[config.mk]
export PLATFORM = sky130hd
export DESIGN_NAME = uart_apb
export DESIGN_NICKNAME = d
export VERILOG_FILES = /design/src/common/uart_pkg.sv /design/src/uart_apb.sv /design/src/uart_core/uart_regs.sv /design/src/uart_core/uart_rx.sv /design/src/uart_core/uart_tx.sv /design/src/uart_core/uart_fifo.sv
export SDC_FILE = /design/constraint.sdc
export NUM_CORES = 1
export LEC_CHECK = 0
export BUFFER_PORTS_ARGS = -buffer_cell sky130_fd_sc_hd__buf_4
export CORE_MARGIN = 10
export CORE_UTILIZATION = 45
export CTS_BUF_LIST = sky130_fd_sc_hd__clkbuf_8
export DETAILED_ROUTE_END_ITERATION = 10
export PLACE_DENSITY_LB_ADDON = 0.08
export SYNTH_ARGS = -nofsm -noshare
export SYNTH_HDL_FRONTEND = slang
export SYNTH_SLANG_ARGS = --single-unit
export TNS_END_PERCENT = 10
[constraint.sdc]
create_clock -name clk -period 4.1 [get_ports clk]
set_input_delay 0.41 -clock clk [delete_from_list [all_inputs] [get_ports clk]]
set_output_delay 0.41 -clock clk [all_outputs]
set_load 0.01 [all_outputs]
[src/common/uart_pkg.sv]
package uart_pkg;

	// ************************************************************
	// Sizes
	// ************************************************************
	localparam int DATA_W = 8;
	localparam int FIFO_DEPTH = 8;
	// Count runs 0 to FIFO_DEPTH inclusive
	localparam int FIFO_CNT_W = 4;
	// Register index comes from address bits 4 to 2
	localparam int REG_INDEX_W = 3;
	localparam int DIV_W = 16;
	localparam logic [DIV_W-1:0] BAUD_RESET = 16'd16;

	// Register map
	typedef enum logic [REG_INDEX_W-1:0] {
		REG_DATA = 3'd0,
		REG_STATUS = 3'd1,
		REG_CTRL = 3'd2,
		REG_BAUD = 3'd3,
		REG_IRQ_EN = 3'd4
	} uart_reg_e;

	// CTRL bit positions
	localparam int CTRL_TX_EN = 0;
	localparam int CTRL_RX_EN = 1;
	localparam int CTRL_FLOW_EN = 2;
	localparam int CTRL_RTS = 3;
	localparam int CTRL_DTR = 4;
	localparam int CTRL_W = 5;

	// STATUS bit positions
	localparam int ST_TX_EMPTY = 0;
	localparam int ST_TX_FULL = 1;
	localparam int ST_RX_EMPTY = 2;
	localparam int ST_RX_FULL = 3;
	localparam int ST_OVERRUN = 4;
	localparam int ST_FRAME_ERR = 5;
	localparam int ST_TX_BUSY = 6;
	// Modem input pins
	localparam int ST_CTS = 8;
	localparam int ST_DSR = 9;
	localparam int ST_DCD = 10;
	localparam int ST_RI = 11;

	// Interrupt enable bit positions
	localparam int IRQ_RX_AVAIL = 0;
	localparam int IRQ_TX_EMPTY = 1;
	localparam int IRQ_ERROR = 2;
	localparam int IRQ_EN_W = 3;

	// ************************************************************
	// FSM states
	// ************************************************************
	typedef enum logic [1:0] {TX_IDLE, TX_START, TX_DATA, TX_STOP} tx_state_e;
	typedef enum logic [1:0] {RX_IDLE, RX_START, RX_DATA, RX_STOP} rx_state_e;

endpackage
[src/uart_apb.sv]
`timescale 1ns/100ps

module uart_apb (
	input logic clk,
	input logic reset,
	input logic psel,
	input logic penable,
	input logic pwrite,
	input logic [31:0] paddr,
	input logic [31:0] pwdata,
	output logic [31:0] prdata,
	output logic pready,
	output logic pslverr,
	output logic txd,
	input logic rxd,
	input logic cts,
	input logic dsr,
	input logic dcd,
	input logic ri,
	output logic rts,
	output logic dtr,
	output logic irq
);

	// Bus side
	logic wen;
	logic ren;
	uart_pkg::uart_reg_e reg_index;
	logic [15:0] reg_rdata;

	// FIFO side
	logic tx_push;
	logic [uart_pkg::DATA_W-1:0] tx_wdata;
	logic tx_pop;
	logic [uart_pkg::DATA_W-1:0] tx_data;
	logic tx_empty;
	logic tx_full;
	logic rx_push;
	logic [uart_pkg::DATA_W-1:0] rx_byte;
	logic rx_pop;
	logic [uart_pkg::DATA_W-1:0] rx_head;
	logic rx_empty;
	logic rx_full;

	// Control and line status
	logic [uart_pkg::DIV_W-1:0] baud_div;
	logic tx_en;
	logic rx_en;
	logic flow_en;
	logic tx_busy;
	logic frame_err_pulse;
	logic overrun_pulse;

	// ************************************************************
	// Bus decode
	// ************************************************************
	// Access phase strobes
	assign wen = psel && penable && pwrite;
	assign ren = psel && penable && !pwrite;
	// Word addressed registers
	assign reg_index = uart_pkg::uart_reg_e'(paddr[2 +: uart_pkg::REG_INDEX_W]);
	assign prdata = {16'd0, reg_rdata};

	// Single cycle access, never an error
	assign pready = 1'b1;
	assign pslverr = 1'b0;

	uart_regs regs_i (
		.clk(clk),
		.reset(reset),
		.wen(wen),
		.ren(ren),
		.index(reg_index),
		.wdata(pwdata),
		.tx_empty(tx_empty),
		.tx_full(tx_full),
		.rx_empty(rx_empty),
		.rx_full(rx_full),
		.rx_head(rx_head),
		.tx_busy(tx_busy),
		.frame_err_pulse(frame_err_pulse),
		.overrun_pulse(overrun_pulse),
		.cts(cts),
		.dsr(dsr),
		.dcd(dcd),
		.ri(ri),
		.rdata(reg_rdata),
		.tx_push(tx_push),
		.tx_wdata(tx_wdata),
		.rx_pop(rx_pop),
		.baud_div(baud_div),
		.tx_en(tx_en),
		.rx_en(rx_en),
		.flow_en(flow_en),
		.rts(rts),
		.dtr(dtr),
		.irq(irq)
	);

	// ************************************************************
	// Transmit path
	// ************************************************************
	uart_fifo tx_fifo_i (
		.clk(clk),
		.reset(reset),
		.push(tx_push),
		.wdata(tx_wdata),
		.pop(tx_pop),
		.rdata(tx_data),
		.empty(tx_empty),
		.full(tx_full),
		.count()
	);

	uart_tx tx_i (
		.clk(clk),
		.reset(reset),
		.tx_en(tx_en),
		.flow_en(flow_en),
		.cts(cts),
		.baud_div(baud_div),
		.fifo_empty(tx_empty),
		.fifo_data(tx_data),
		.fifo_pop(tx_pop),
		.txd(txd),
		.busy(tx_busy)
	);

	// ************************************************************
	// Receive path
	// ************************************************************
	uart_fifo rx_fifo_i (
		.clk(clk),
		.reset(reset),
		.push(rx_push),
		.wdata(rx_byte),
		.pop(rx_pop),
		.rdata(rx_head),
		.empty(rx_empty),
		.full(rx_full),
		.count()
	);

	uart_rx rx_i (
		.clk(clk),
		.reset(reset),
		.rx_en(rx_en),
		.baud_div(baud_div),
		.rxd(rxd),
		.fifo_full(rx_full),
		.push(rx_push),
		.byte_out(rx_byte),
		.frame_err_pulse(frame_err_pulse),
		.overrun_pulse(overrun_pulse)
	);

endmodule

[src/uart_core/uart_regs.sv]
`timescale 1ns/100ps

module uart_regs (
	input logic clk,
	input logic reset,
	input logic wen,
	input logic ren,
	input uart_pkg::uart_reg_e index,
	input logic [31:0] wdata,
	input logic tx_empty,
	input logic tx_full,
	input logic rx_empty,
	input logic rx_full,
	input logic [uart_pkg::DATA_W-1:0] rx_head,
	input logic tx_busy,
	input logic frame_err_pulse,
	input logic overrun_pulse,
	input logic cts,
	input logic dsr,
	input logic dcd,
	input logic ri,
	output logic [15:0] rdata,
	output logic tx_push,
	output logic [uart_pkg::DATA_W-1:0] tx_wdata,
	output logic rx_pop,
	output logic [uart_pkg::DIV_W-1:0] baud_div,
	output logic tx_en,
	output logic rx_en,
	output logic flow_en,
	output logic rts,
	output logic dtr,
	output logic irq
);

	logic [uart_pkg::CTRL_W-1:0] ctrl;
	logic [uart_pkg::IRQ_EN_W-1:0] irq_en;
	logic overrun_flag;
	logic frame_err_flag;
	logic status_wen;
	logic [15:0] status;

	// ************************************************************
	// DATA register side effects
	// ************************************************************
	// Push on write, full case dropped inside the FIFO
	assign tx_push = wen && (index == uart_pkg::REG_DATA);
	assign tx_wdata = wdata[uart_pkg::DATA_W-1:0];
	// Pop only when something is there
	assign rx_pop = ren && (index == uart_pkg::REG_DATA) && !rx_empty;

	// Control register fields
	assign tx_en = ctrl[uart_pkg::CTRL_TX_EN];
	assign rx_en = ctrl[uart_pkg::CTRL_RX_EN];
	assign flow_en = ctrl[uart_pkg::CTRL_FLOW_EN];
	assign rts = ctrl[uart_pkg::CTRL_RTS];
	assign dtr = ctrl[uart_pkg::CTRL_DTR];

	assign status_wen = wen && (index == uart_pkg::REG_STATUS);

	always_ff @(posedge clk) begin
		if (reset) begin
			ctrl <= '0;
			irq_en <= '0;
			baud_div <= uart_pkg::BAUD_RESET;
		end else if (wen) begin
			case (index)
				uart_pkg::REG_CTRL: ctrl <= wdata[uart_pkg::CTRL_W-1:0];
				uart_pkg::REG_BAUD: baud_div <= wdata[uart_pkg::DIV_W-1:0];
				uart_pkg::REG_IRQ_EN: irq_en <= wdata[uart_pkg::IRQ_EN_W-1:0];
				default: ;
			endcase
		end
	end

	// Sticky error flags, a new event wins over a clear in the same cycle
	always_ff @(posedge clk) begin
		if (reset) begin
			overrun_flag <= 1'b0;
			frame_err_flag <= 1'b0;
		end else begin
			overrun_flag <= overrun_pulse ||
				(overrun_flag && !(status_wen && wdata[uart_pkg::ST_OVERRUN]));
			frame_err_flag <= frame_err_pulse ||
				(frame_err_flag && !(status_wen && wdata[uart_pkg::ST_FRAME_ERR]));
		end
	end

	// ************************************************************
	// Status word and read mux
	// ************************************************************
	always_comb begin
		status = '0;
		status[uart_pkg::ST_TX_EMPTY] = tx_empty;
		status[uart_pkg::ST_TX_FULL] = tx_full;
		status[uart_pkg::ST_RX_EMPTY] = rx_empty;
		status[uart_pkg::ST_RX_FULL] = rx_full;
		status[uart_pkg::ST_OVERRUN] = overrun_flag;
		status[uart_pkg::ST_FRAME_ERR] = frame_err_flag;
		status[uart_pkg::ST_TX_BUSY] = tx_busy;
		// Modem pins, read as they are
		status[uart_pkg::ST_CTS] = cts;
		status[uart_pkg::ST_DSR] = dsr;
		status[uart_pkg::ST_DCD] = dcd;
		status[uart_pkg::ST_RI] = ri;
	end

	always_comb begin
		case (index)
			// Empty FIFO reads as zero
			uart_pkg::REG_DATA: rdata = rx_empty ? 16'd0 : 16'(rx_head);
			uart_pkg::REG_STATUS: rdata = status;
			uart_pkg::REG_CTRL: rdata = 16'(ctrl);
			uart_pkg::REG_BAUD: rdata = 16'(baud_div);
			uart_pkg::REG_IRQ_EN: rdata = 16'(irq_en);
			default: rdata = 16'd0;
		endcase
	end

	// Registered interrupt
	always_ff @(posedge clk) begin
		if (reset) begin
			irq <= 1'b0;
		end else begin
			irq <= (!rx_empty && irq_en[uart_pkg::IRQ_RX_AVAIL]) ||
				(tx_empty && irq_en[uart_pkg::IRQ_TX_EMPTY]) ||
				((overrun_flag || frame_err_flag) && irq_en[uart_pkg::IRQ_ERROR]);
		end
	end

endmodule

[src/uart_core/uart_rx.sv]
`timescale 1ns/100ps

module uart_rx (
	input logic clk,
	input logic reset,
	input logic rx_en,
	input logic [uart_pkg::DIV_W-1:0] baud_div,
	input logic rxd,
	input logic fifo_full,
	output logic push,
	output logic [uart_pkg::DATA_W-1:0] byte_out,
	output logic frame_err_pulse,
	output logic overrun_pulse
);

	uart_pkg::rx_state_e state;
	// Two flop synchronizer plus one for edge detect
	logic rxd_meta;
	logic rxd_sync;
	logic rxd_last;
	logic [uart_pkg::DIV_W-1:0] baud_cnt;
	logic [2:0] bit_cnt;
	logic bit_done;
	logic half_done;
	logic frame_done;
	logic stop_ok;

	assign bit_done = (baud_cnt == baud_div - 1'b1);
	// Middle of the start bit
	assign half_done = (baud_cnt == (baud_div >> 1));

	// Decision one cycle after the stop sample
	assign push = frame_done && stop_ok && !fifo_full;
	assign overrun_pulse = frame_done && stop_ok && fifo_full;
	assign frame_err_pulse = frame_done && !stop_ok;

	always_ff @(posedge clk) begin
		if (reset) begin
			rxd_meta <= 1'b1;
			rxd_sync <= 1'b1;
			rxd_last <= 1'b1;
		end else begin
			rxd_meta <= rxd;
			rxd_sync <= rxd_meta;
			rxd_last <= rxd_sync;
		end
	end

	// ************************************************************
	// Receive FSM
	// ************************************************************
	always_ff @(posedge clk) begin
		if (reset) begin
			state <= uart_pkg::RX_IDLE;
			baud_cnt <= '0;
			bit_cnt <= '0;
			frame_done <= 1'b0;
		end else begin
			frame_done <= 1'b0;
			baud_cnt <= baud_cnt + 1'b1;
			case (state)
				uart_pkg::RX_IDLE: begin
					baud_cnt <= '0;
					// Falling edge starts a frame
					if (rx_en && rxd_last && !rxd_sync)
						state <= uart_pkg::RX_START;
				end
				uart_pkg::RX_START: if (half_done) begin
					baud_cnt <= '0;
					bit_cnt <= '0;
					// High line at mid start bit is a glitch
					state <= rxd_sync ? uart_pkg::RX_IDLE : uart_pkg::RX_DATA;
				end
				uart_pkg::RX_DATA: if (bit_done) begin
					baud_cnt <= '0;
					bit_cnt <= bit_cnt + 1'b1;
					if (bit_cnt == 3'(uart_pkg::DATA_W - 1))
						state <= uart_pkg::RX_STOP;
				end
				uart_pkg::RX_STOP: if (bit_done) begin
					baud_cnt <= '0;
					frame_done <= 1'b1;
					state <= uart_pkg::RX_IDLE;
				end
				default: state <= uart_pkg::RX_IDLE;
			endcase
		end
	end

	// Data path, LSB arrives first and shifts down
	always_ff @(posedge clk) begin
		if (state == uart_pkg::RX_DATA && bit_done)
			byte_out <= {rxd_sync, byte_out[uart_pkg::DATA_W-1:1]};
		if (state == uart_pkg::RX_STOP && bit_done)
			stop_ok <= rxd_sync;
	end

endmodule

[src/uart_core/uart_tx.sv]
`timescale 1ns/100ps

module uart_tx (
	input logic clk,
	input logic reset,
	input logic tx_en,
	input logic flow_en,
	input logic cts,
	input logic [uart_pkg::DIV_W-1:0] baud_div,
	input logic fifo_empty,
	input logic [uart_pkg::DATA_W-1:0] fifo_data,
	output logic fifo_pop,
	output logic txd,
	output logic busy
);

	uart_pkg::tx_state_e state;
	logic [uart_pkg::DIV_W-1:0] baud_cnt;
	logic [2:0] bit_cnt;
	logic [uart_pkg::DATA_W-1:0] shift;
	logic bit_done;
	logic can_start;
	logic start_frame;

	// Last clock of the current bit
	assign bit_done = (baud_cnt == baud_div - 1'b1);
	// cts only matters with flow control on
	assign can_start = tx_en && !fifo_empty && (!flow_en || cts);
	// Start from idle, or chain straight out of a finishing stop bit
	assign start_frame = can_start && ((state == uart_pkg::TX_IDLE) ||
		(state == uart_pkg::TX_STOP && bit_done));
	assign fifo_pop = start_frame;
	assign busy = (state != uart_pkg::TX_IDLE);

	// ************************************************************
	// Frame FSM
	// ************************************************************
	always_ff @(posedge clk) begin
		if (reset) begin
			state <= uart_pkg::TX_IDLE;
			baud_cnt <= '0;
			bit_cnt <= '0;
			txd <= 1'b1;
		end else if (start_frame) begin
			// Start bit
			state <= uart_pkg::TX_START;
			baud_cnt <= '0;
			txd <= 1'b0;
		end else begin
			baud_cnt <= bit_done ? '0 : baud_cnt + 1'b1;
			case (state)
				uart_pkg::TX_IDLE: begin
					baud_cnt <= '0;
					txd <= 1'b1;
				end
				uart_pkg::TX_START: if (bit_done) begin
					state <= uart_pkg::TX_DATA;
					bit_cnt <= '0;
					txd <= shift[0];
				end
				uart_pkg::TX_DATA: if (bit_done) begin
					if (bit_cnt == 3'(uart_pkg::DATA_W - 1)) begin
						// Stop bit
						state <= uart_pkg::TX_STOP;
						txd <= 1'b1;
					end else begin
						bit_cnt <= bit_cnt + 1'b1;
						txd <= shift[0];
					end
				end
				uart_pkg::TX_STOP: if (bit_done)
					state <= uart_pkg::TX_IDLE;
				default: state <= uart_pkg::TX_IDLE;
			endcase
		end
	end

	// LSB first, next bit always waits in shift[0]
	always_ff @(posedge clk) begin
		if (start_frame)
			shift <= fifo_data;
		else if (bit_done && (state == uart_pkg::TX_START || state == uart_pkg::TX_DATA))
			shift <= shift >> 1;
	end

endmodule

[src/uart_core/uart_fifo.sv]
`timescale 1ns/100ps

module uart_fifo (
	input logic clk,
	input logic reset,
	input logic push,
	input logic [uart_pkg::DATA_W-1:0] wdata,
	input logic pop,
	output logic [uart_pkg::DATA_W-1:0] rdata,
	output logic empty,
	output logic full,
	output logic [uart_pkg::FIFO_CNT_W-1:0] count
);

	// Storage and pointers, depth is a power of two so pointers wrap
	logic [uart_pkg::DATA_W-1:0] mem [uart_pkg::FIFO_DEPTH];
	logic [uart_pkg::FIFO_CNT_W-2:0] wr_ptr;
	logic [uart_pkg::FIFO_CNT_W-2:0] rd_ptr;
	logic do_push;
	logic do_pop;

	// Guard against overflow and underflow
	assign do_push = push && !full;
	assign do_pop = pop && !empty;

	assign empty = (count == '0);
	assign full = (count == uart_pkg::FIFO_DEPTH);
	// Show-ahead head
	assign rdata = mem[rd_ptr];

	always_ff @(posedge clk) begin
		if (reset) begin
			wr_ptr <= '0;
			rd_ptr <= '0;
			count <= '0;
		end else begin
			if (do_push)
				wr_ptr <= wr_ptr + 1'b1;
			if (do_pop)
				rd_ptr <= rd_ptr + 1'b1;
			// Simultaneous push and pop leaves count alone
			if (do_push && !do_pop)
				count <= count + 1'b1;
			else if (do_pop && !do_push)
				count <= count - 1'b1;
		end
	end

	always_ff @(posedge clk) begin
		if (do_push)
			mem[wr_ptr] <= wdata;
	end

endmodule

==> Yosys cells after proc, flatten, opt, wreduce, memory -nomap -nowiden <==
Memories as Yosys holds them, arrays and structs flattened. A register that Yosys moved wholly into a read port is not among the register bits.
Cells that the tools add are included.
{ "op_classes": {"muxes": 45, "addsub": 13, "eq_ne": 31, "n_bitwise": 2, "n_reduce_logical": 84} }
{ "op_table": {"columns": ["operator", "n"], "rows": [
  ["16-bit case mux with 5 select lines", 1],
  ["16-bit case mux with 3 select lines", 1],
  ["1-bit logical AND", 35],
  ["16-bit by 1-bit adder with 16-bit output (second input constant)", 2],
  ["16-bit == test", 2],
  ["16-bit two-way mux", 2],
  ["3-bit two-way mux", 9],
  ["8-bit two-way mux", 3],
  ["2-bit two-way mux", 10],
  ["5-bit AND reduction", 4],
  ["3-bit by 1-bit adder with 3-bit output (second input constant)", 6],
  ["2-bit by 1-bit inequality test with 1-bit output (second input constant)", 9],
  ["16-bit by 15-bit == test with 1-bit output", 1],
  ["4-bit two-way mux", 4],
  ["16-bit by 1-bit subtractor with 16-bit output (second input constant)", 1],
  ["1-bit logical NOT", 14],
  ["3-bit by 2-bit inequality test with 1-bit output (second input constant)", 4],
  ["3-bit case mux with 2 select lines", 2],
  ["2-bit nonzero test", 6],
  ["1-bit two-way mux", 10],
  ["3-bit == test (second input constant)", 3],
  ["4-bit by 1-bit adder with 4-bit output (second input constant)", 2],
  ["2-bit == test (second input constant)", 4],
  ["4-bit == test (second input constant)", 2],
  ["other kinds (19)", 38]
]} }
{ "word_totals": {"elab_cells": 204, "ramBits": 128, "memories": 2, "reg_bits": 111, "in_bits": 74, "output_inout_bits": 38} }
{ "memory_table": {"columns": ["memory", "words", "word_bits", "rd", "rd_clocked_by_memory_dff", "wr", "line_no", "text"], "rows": [
  ["rx_fifo_i.mem", 8, 8, 1, 1, 1, "uart_fifo.sv:16", "logic [uart_pkg::DATA_W-1:0] mem [uart_pkg::FIFO_DEPTH];"],
  ["tx_fifo_i.mem", 8, 8, 1, 1, 1, "uart_fifo.sv:16", null]
]} }

==> Logic depth before layout (Yosys ltp) <==
{ "depth": {"word_depth": 9, "ltp_mapped": 20} }

==> Modules after synthesis <==
Synthesis repeated with hierarchy kept, for this count alone.
{ "hier_totals": {"cells_unflattened": 1012, "area_unflattened_um2": 11991.5} }
{ "by_module_without_submodules": {"columns": ["mod", "area_each_um2", "cells_per_inst", "instances"], "rows": [
  ["uart_fifo", 3066.7, 166, 2],
  ["uart_rx", 2165.8, 245, 1],
  ["uart_tx", 2112.0, 238, 1],
  ["uart_regs", 1421.4, 175, 1],
  ["uart_apb", 158.9, 22, 1]
]} }

==> Worst setup path after synthesis <==
No wires, ideal clock.
{ "synth_path": {"path_kind": "flip-flop to flip-flop", "start": "register regs_i.baud_div[0] (netlist bit)", "end": "register tx_fifo_i.count[3] (netlist bit)", "t_arrival_ns": 4.436, "n_path_buf": 3, "path_stages_with_launch": 21, "slack_ns": -0.406, "cell_sequence": "dfxtp_1 -> buf_2 -> inv_1 -> ha_1 -> nor3b_1 -> nand2_1 -> xnor2_1 -> or3b_1 -> or4_1 -> buf_2 -> o21ai_4 -> nand2_2 -> buf_6 -> ha_1 -> inv_1 -> ha_1 -> a21o_1 -> a21oi_1 -> xnor2_1 -> or3_1 -> a21oi_1"} }
{ "synth_between": {"elab_chain_len": 9} }
{ "synth_rtl": {"columns": ["element", "line_no", "text"], "rows": [
  ["from (decl)", "uart_regs.sv:26", "output logic [uart_pkg::DIV_W-1:0] baud_div,"],
  ["from (signal assigned)", "uart_regs.sv:64", "baud_div <= uart_pkg::BAUD_RESET;"],
  ["from (signal assigned)", "uart_regs.sv:68", "uart_pkg::REG_BAUD: baud_div <= wdata[uart_pkg::DIV_W-1:0];"],
  ["16-bit by 1-bit subtractor with 16-bit output *", "uart_tx.sv:26", "assign bit_done = (baud_cnt == baud_div - 1'b1);"],
  ["16-bit == test *", "uart_tx.sv:26", null],
  ["1-bit logical AND *", "uart_tx.sv:31", "(state == uart_pkg::TX_STOP && bit_done));"],
  ["1-bit logical OR *", "uart_tx.sv:30", "assign start_frame = can_start && ((state == uart_pkg::TX_IDLE) ||"],
  ["1-bit logical AND *", "uart_tx.sv:30", null],
  ["1-bit logical AND *", "uart_fifo.sv:24", "assign do_pop = pop && !empty;"],
  ["1-bit logical NOT", "uart_fifo.sv:42", "if (do_push && !do_pop)"],
  ["1-bit logical AND", "uart_fifo.sv:42", null],
  ["4-bit two-way mux / 2-bit nonzero test (equally long branches)", null, null],
  ["to (signal assigned)", "uart_fifo.sv:43", "count <= count + 1'b1;"],
  ["to (signal assigned)", "uart_fifo.sv:45", "count <= count - 1'b1;"],
  ["to (decl)", "uart_fifo.sv:12", "output logic [uart_pkg::FIFO_CNT_W-1:0] count"]
]} }
Mark *: on every way between the ends. The rest lies on a longest branch, timed or not.
A chain may end at the register's enable or synchronous reset.

==> Worst setup path in the final report <==
{ "layout_path": {"start": "register regs_i.baud_div[4] (netlist bit)", "end": "register tx_fifo_i.count[3] (netlist bit)"} }
Same word-level chain as after synthesis.

==> impl_metrics.yaml <==
critical_path:
  arrival_ns: 4.42
  r2r-end: "tx_fifo_i.count[3]$_SDFFE_PP0P_"
  required_ns: 4.55
  r2r_start: "regs_i.baud_div[4]$_SDFFE_PP1P_"
  r2r_cells: 15
  ff2ff_setup_slack_ns: 0.13
  end_kind: "flop"
  critPathKind: "flop to flop"
  crit_fanout: 3
  setup.worst_path.start_class: "flop"
synth:
  syn_area_per_cell_um2: 11.6
  synth_area_um2: 11800
  synth_edf_count: 145
  synth_warnings: 0
  ys.flop_type: "edfxtp_1"
  ys_ff_latch: 245
  ys_types: 73
  synthTopCellsByCount: "edfxtp_1, nor2_1, dfxtp_1, nand2_1, xor2_1"
  postSynth.asyncResetShare: 0
  netlist_top_cells_area: "edfxtp_1, dfxtp_1, mux4_2"
  yosys.cell_count.top_type: "edfxtp_1"
  yosys.area.top_type_share: 0.368
  yosysSeqAreaShare: 0.537
  yosysTopAreaCell: "edfxtp_1"
  syn_inst: 1023
detailed_routing:
  wirelength_um: 27900
  wl_per_cell_um: 19.1
  dr.pass1.iters: 7
  vias: 7802
  first_iter_violations: 481
  viasPerCell: 5.34
  remaining_drc_errors: 0
  ant_nets: 0
global_route:
  antenna_found_initial: 0
  grt_pass1_vias: 7872
  overflow: 0
  grt_pass1_wl_um: 44400
  grt_max_degree: 67
  track_usage: 0.167
power:
  power_frac_clock: 0.394
  ir_drop_mv: 0.241
  cellLeakagePower_nw: 4.83
  p_int_w: 0.00381
  pwr_density_cell_nw_per_um2: 380
  p_switching_w: 0.00129
  combPwrFrac: 0.088
  p_seq_frac: 0.518
  power.share.switching: 0.253
sta:
  finalHoldViolations: 0
  fin_crit_sh: 0.969
  setup_viol: 0
  setup_slack_ns: 0.129
  hold_ws_ns: 0.0588
  maxSlewViolCount: 0
  max_freq_mhz: 252
  worstMarginPinSlew_ns: 0.967
  setup_tns_ns: 0
  relSlewSlack: 0.353
  skew_ns: 0.0154
  fin_crit_ns: 3.97
  rsz0062_at_grt: "yes"
clocking:
  clock_latency_ns: 0.54
  hold_buffers: 0
  cts_max_path_buffers: 3
  clock-sinks: 245
  tritoncts: "yes"
  clock-root-buffer: "clkbuf_8"
  clk_pin_slew_ns: 0.06
  cts_inserted_buffers: 43
  ctsHtreeMaxLevel: 2
die:
  dieWidth_um: 182
  start_util: 0.456
  die_area_um2: 33200
  fp.coreArea_um2: 26000
  ios: 112
  row_count: 59
  fp.dieH_um: 182
worst_hold_path:
  holdPathStages: 2
  whs_endpoint: "rx_i.rxd_meta$_SDFF_PP1_"
  holdCritStartpoint: "rxd"
  hold_path_class: "input port to flop"
final_layout:
  drive_above_1_share: 0.193
  final_util: 0.516
  antenna_cells: 0
  finalNetCount: 1197
  fin_area_um2: 13400
  area_growth_pct: 13.2
place:
  gp_congestion: 0.837
  port_buffers: 48
  hpwl_um: 19300
  dp_slack_ns: 0.0340
  placed_area_um2: 12600
status:
  outcome: "finished clean"
run:
  drv_cap: 0
kinds of logic (layout without fill, tap and decap cells):
logic type,Yosys count,count (layout),synth area share
adders and majority gates,31,31,0.0340
buffers and inverters,96,182,0.0373
and+or+nand+nor,349,349,0.147
xor gates and xnor gates,96,96,0.0735
DFF,245,245,0.537
other,2,18,0.000634
AOI/OAI and AO/OA,124,124,0.0664
muxes,80,80,0.105
layer usage:
layer  global-route usage  vias to the layer above  share of wire
met5                    0                        -              0
met4               0.0527                        0          0.019
met3               0.0305                       38          0.042
met2                0.269                      165           0.47
met1                0.223                     3773           0.47
li1                     -                     3826              -
worst max-delay path, stage by stage, from the launching register on:
cell and delay, ns:
dfxtp_2 0.31, or4_4 0.55, or4_4 0.47, xnor2_2 0.15
or3b_1 0.35, or4_4 0.45, o21ai_4 0.17, nand2_2 0.12
ha_4 0.21, inv_2 0.07, ha_1 0.22, a21o_1 0.19
a21oi_2 0.12, xnor2_1 0.08, or3_1 0.30, a21oi_1 0.12
worst max path at each step:
stage / startpoint / to / slack [ns] / cells after the start
after floorplan: regs_i.baud_div[4]$_SDFFE_PP1P_ / tx_fifo_i.count[3]$_SDFFE_PP0P_ / 0.01 / 17
after global placement: regs_i.baud_div[4]$_SDFFE_PP1P_ / tx_fifo_i.count[3]$_SDFFE_PP0P_ / 0.09 / 15
after detailed placement: regs_i.baud_div[4]$_SDFFE_PP1P_ / tx_fifo_i.count[3]$_SDFFE_PP0P_ / 0.03 / 15
after CTS: regs_i.baud_div[4]$_SDFFE_PP1P_ / tx_fifo_i.count[3]$_SDFFE_PP0P_ / 0.002 / 15
after global routing: regs_i.baud_div[4]$_SDFFE_PP1P_ / tx_fifo_i.count[3]$_SDFFE_PP0P_ / -0.03 / 15
final: regs_i.baud_div[4]$_SDFFE_PP1P_ / tx_fifo_i.count[3]$_SDFFE_PP0P_ / 0.13 / 15
placed cells by master (no fill, tap or decap), types with 5 or more instances in the layout:
cell / count
a21o_1: 5
a21oi_1: 46
and2_1: 7
and3_1: 14
buf_4: 83
clkbuf_8: 45
clkinv_1: 11
clkinv_2: 7
conb_1: 18
dfxtp_1: 98
edfxtp_1: 145
ha_1: 28
inv_1: 32
mux2_2: 11
mux2_4: 5
mux2i_1: 32
mux4_2: 32
nand2_1: 73
nand2b_1: 9
nand3_1: 33
nand4_1: 12
nor2_1: 108
nor2b_1: 13
nor3_1: 16
nor4_1: 18
o21ai_0: 25
o22ai_1: 5
or2_2: 6
or3_1: 7
xnor2_1: 42
xor2_1: 51
flip-flops by register name, summed over array words and instances (netlist names), 2 cells and up, named ones only:
signal	cells
regs_i.baud_div	16
regs_i.ctrl	5
regs_i.irq_en	3
rx_fifo_i.count	4
rx_fifo_i.mem	64
rx_fifo_i.rd_ptr	3
rx_fifo_i.wr_ptr	3
rx_i.baud_cnt	16
rx_i.bit_cnt	3
rx_i.byte_out	8
tx_fifo_i.count	4
tx_fifo_i.mem	64
tx_fifo_i.rd_ptr	3
tx_fifo_i.wr_ptr	3
tx_i.baud_cnt	16
tx_i.bit_cnt	3
tx_i.shift	8
tx_i.state	2
power groups by stage:
stage | logic [W] | registers (W) | clock network, W
3_5_place_dp | 0.000444 | 0.00269 | 0
6_report | 0.000450 | 0.00264 | 0.00201
4_1_cts | 0.000446 | 0.00264 | 0.00209
2_1_floorplan | 0.000313 | 0.00269 | 0
5_1_grt | 0.000501 | 0.00264 | 0.00219
3_3_place_gp | 0.000443 | 0.00269 | 0
repair_timing:
action / 4_1_cts / 5_1_grt
endpoints found under the setup margin: 0 / 1
gates resized for setup: 0 / 4
setup buffers: 0 / 1
stage by stage:
| step | power (W) | cells |
|---|---|---|
| global placement | 0.00313 | 1381 |
| global route | 0.00534 | 1460 |
| CTS | 0.00517 | 1459 |
| floorplan | 0.00300 | 1039 |
| finish | 0.00510 | 1460 |
| detailed placement | 0.00314 | 1381 |
area by class of cell:
class                   instances  area [um^2]
well taps                     335          419
inverters                      21         78.8
clock buffers                  45          619
fillers                      2347        12600
clock inverters                33          145
repair buffers                 83          623
multi-input cells             698         5160
flip-flops and latches        245         6360
Power figures use the tool's default switching activity.
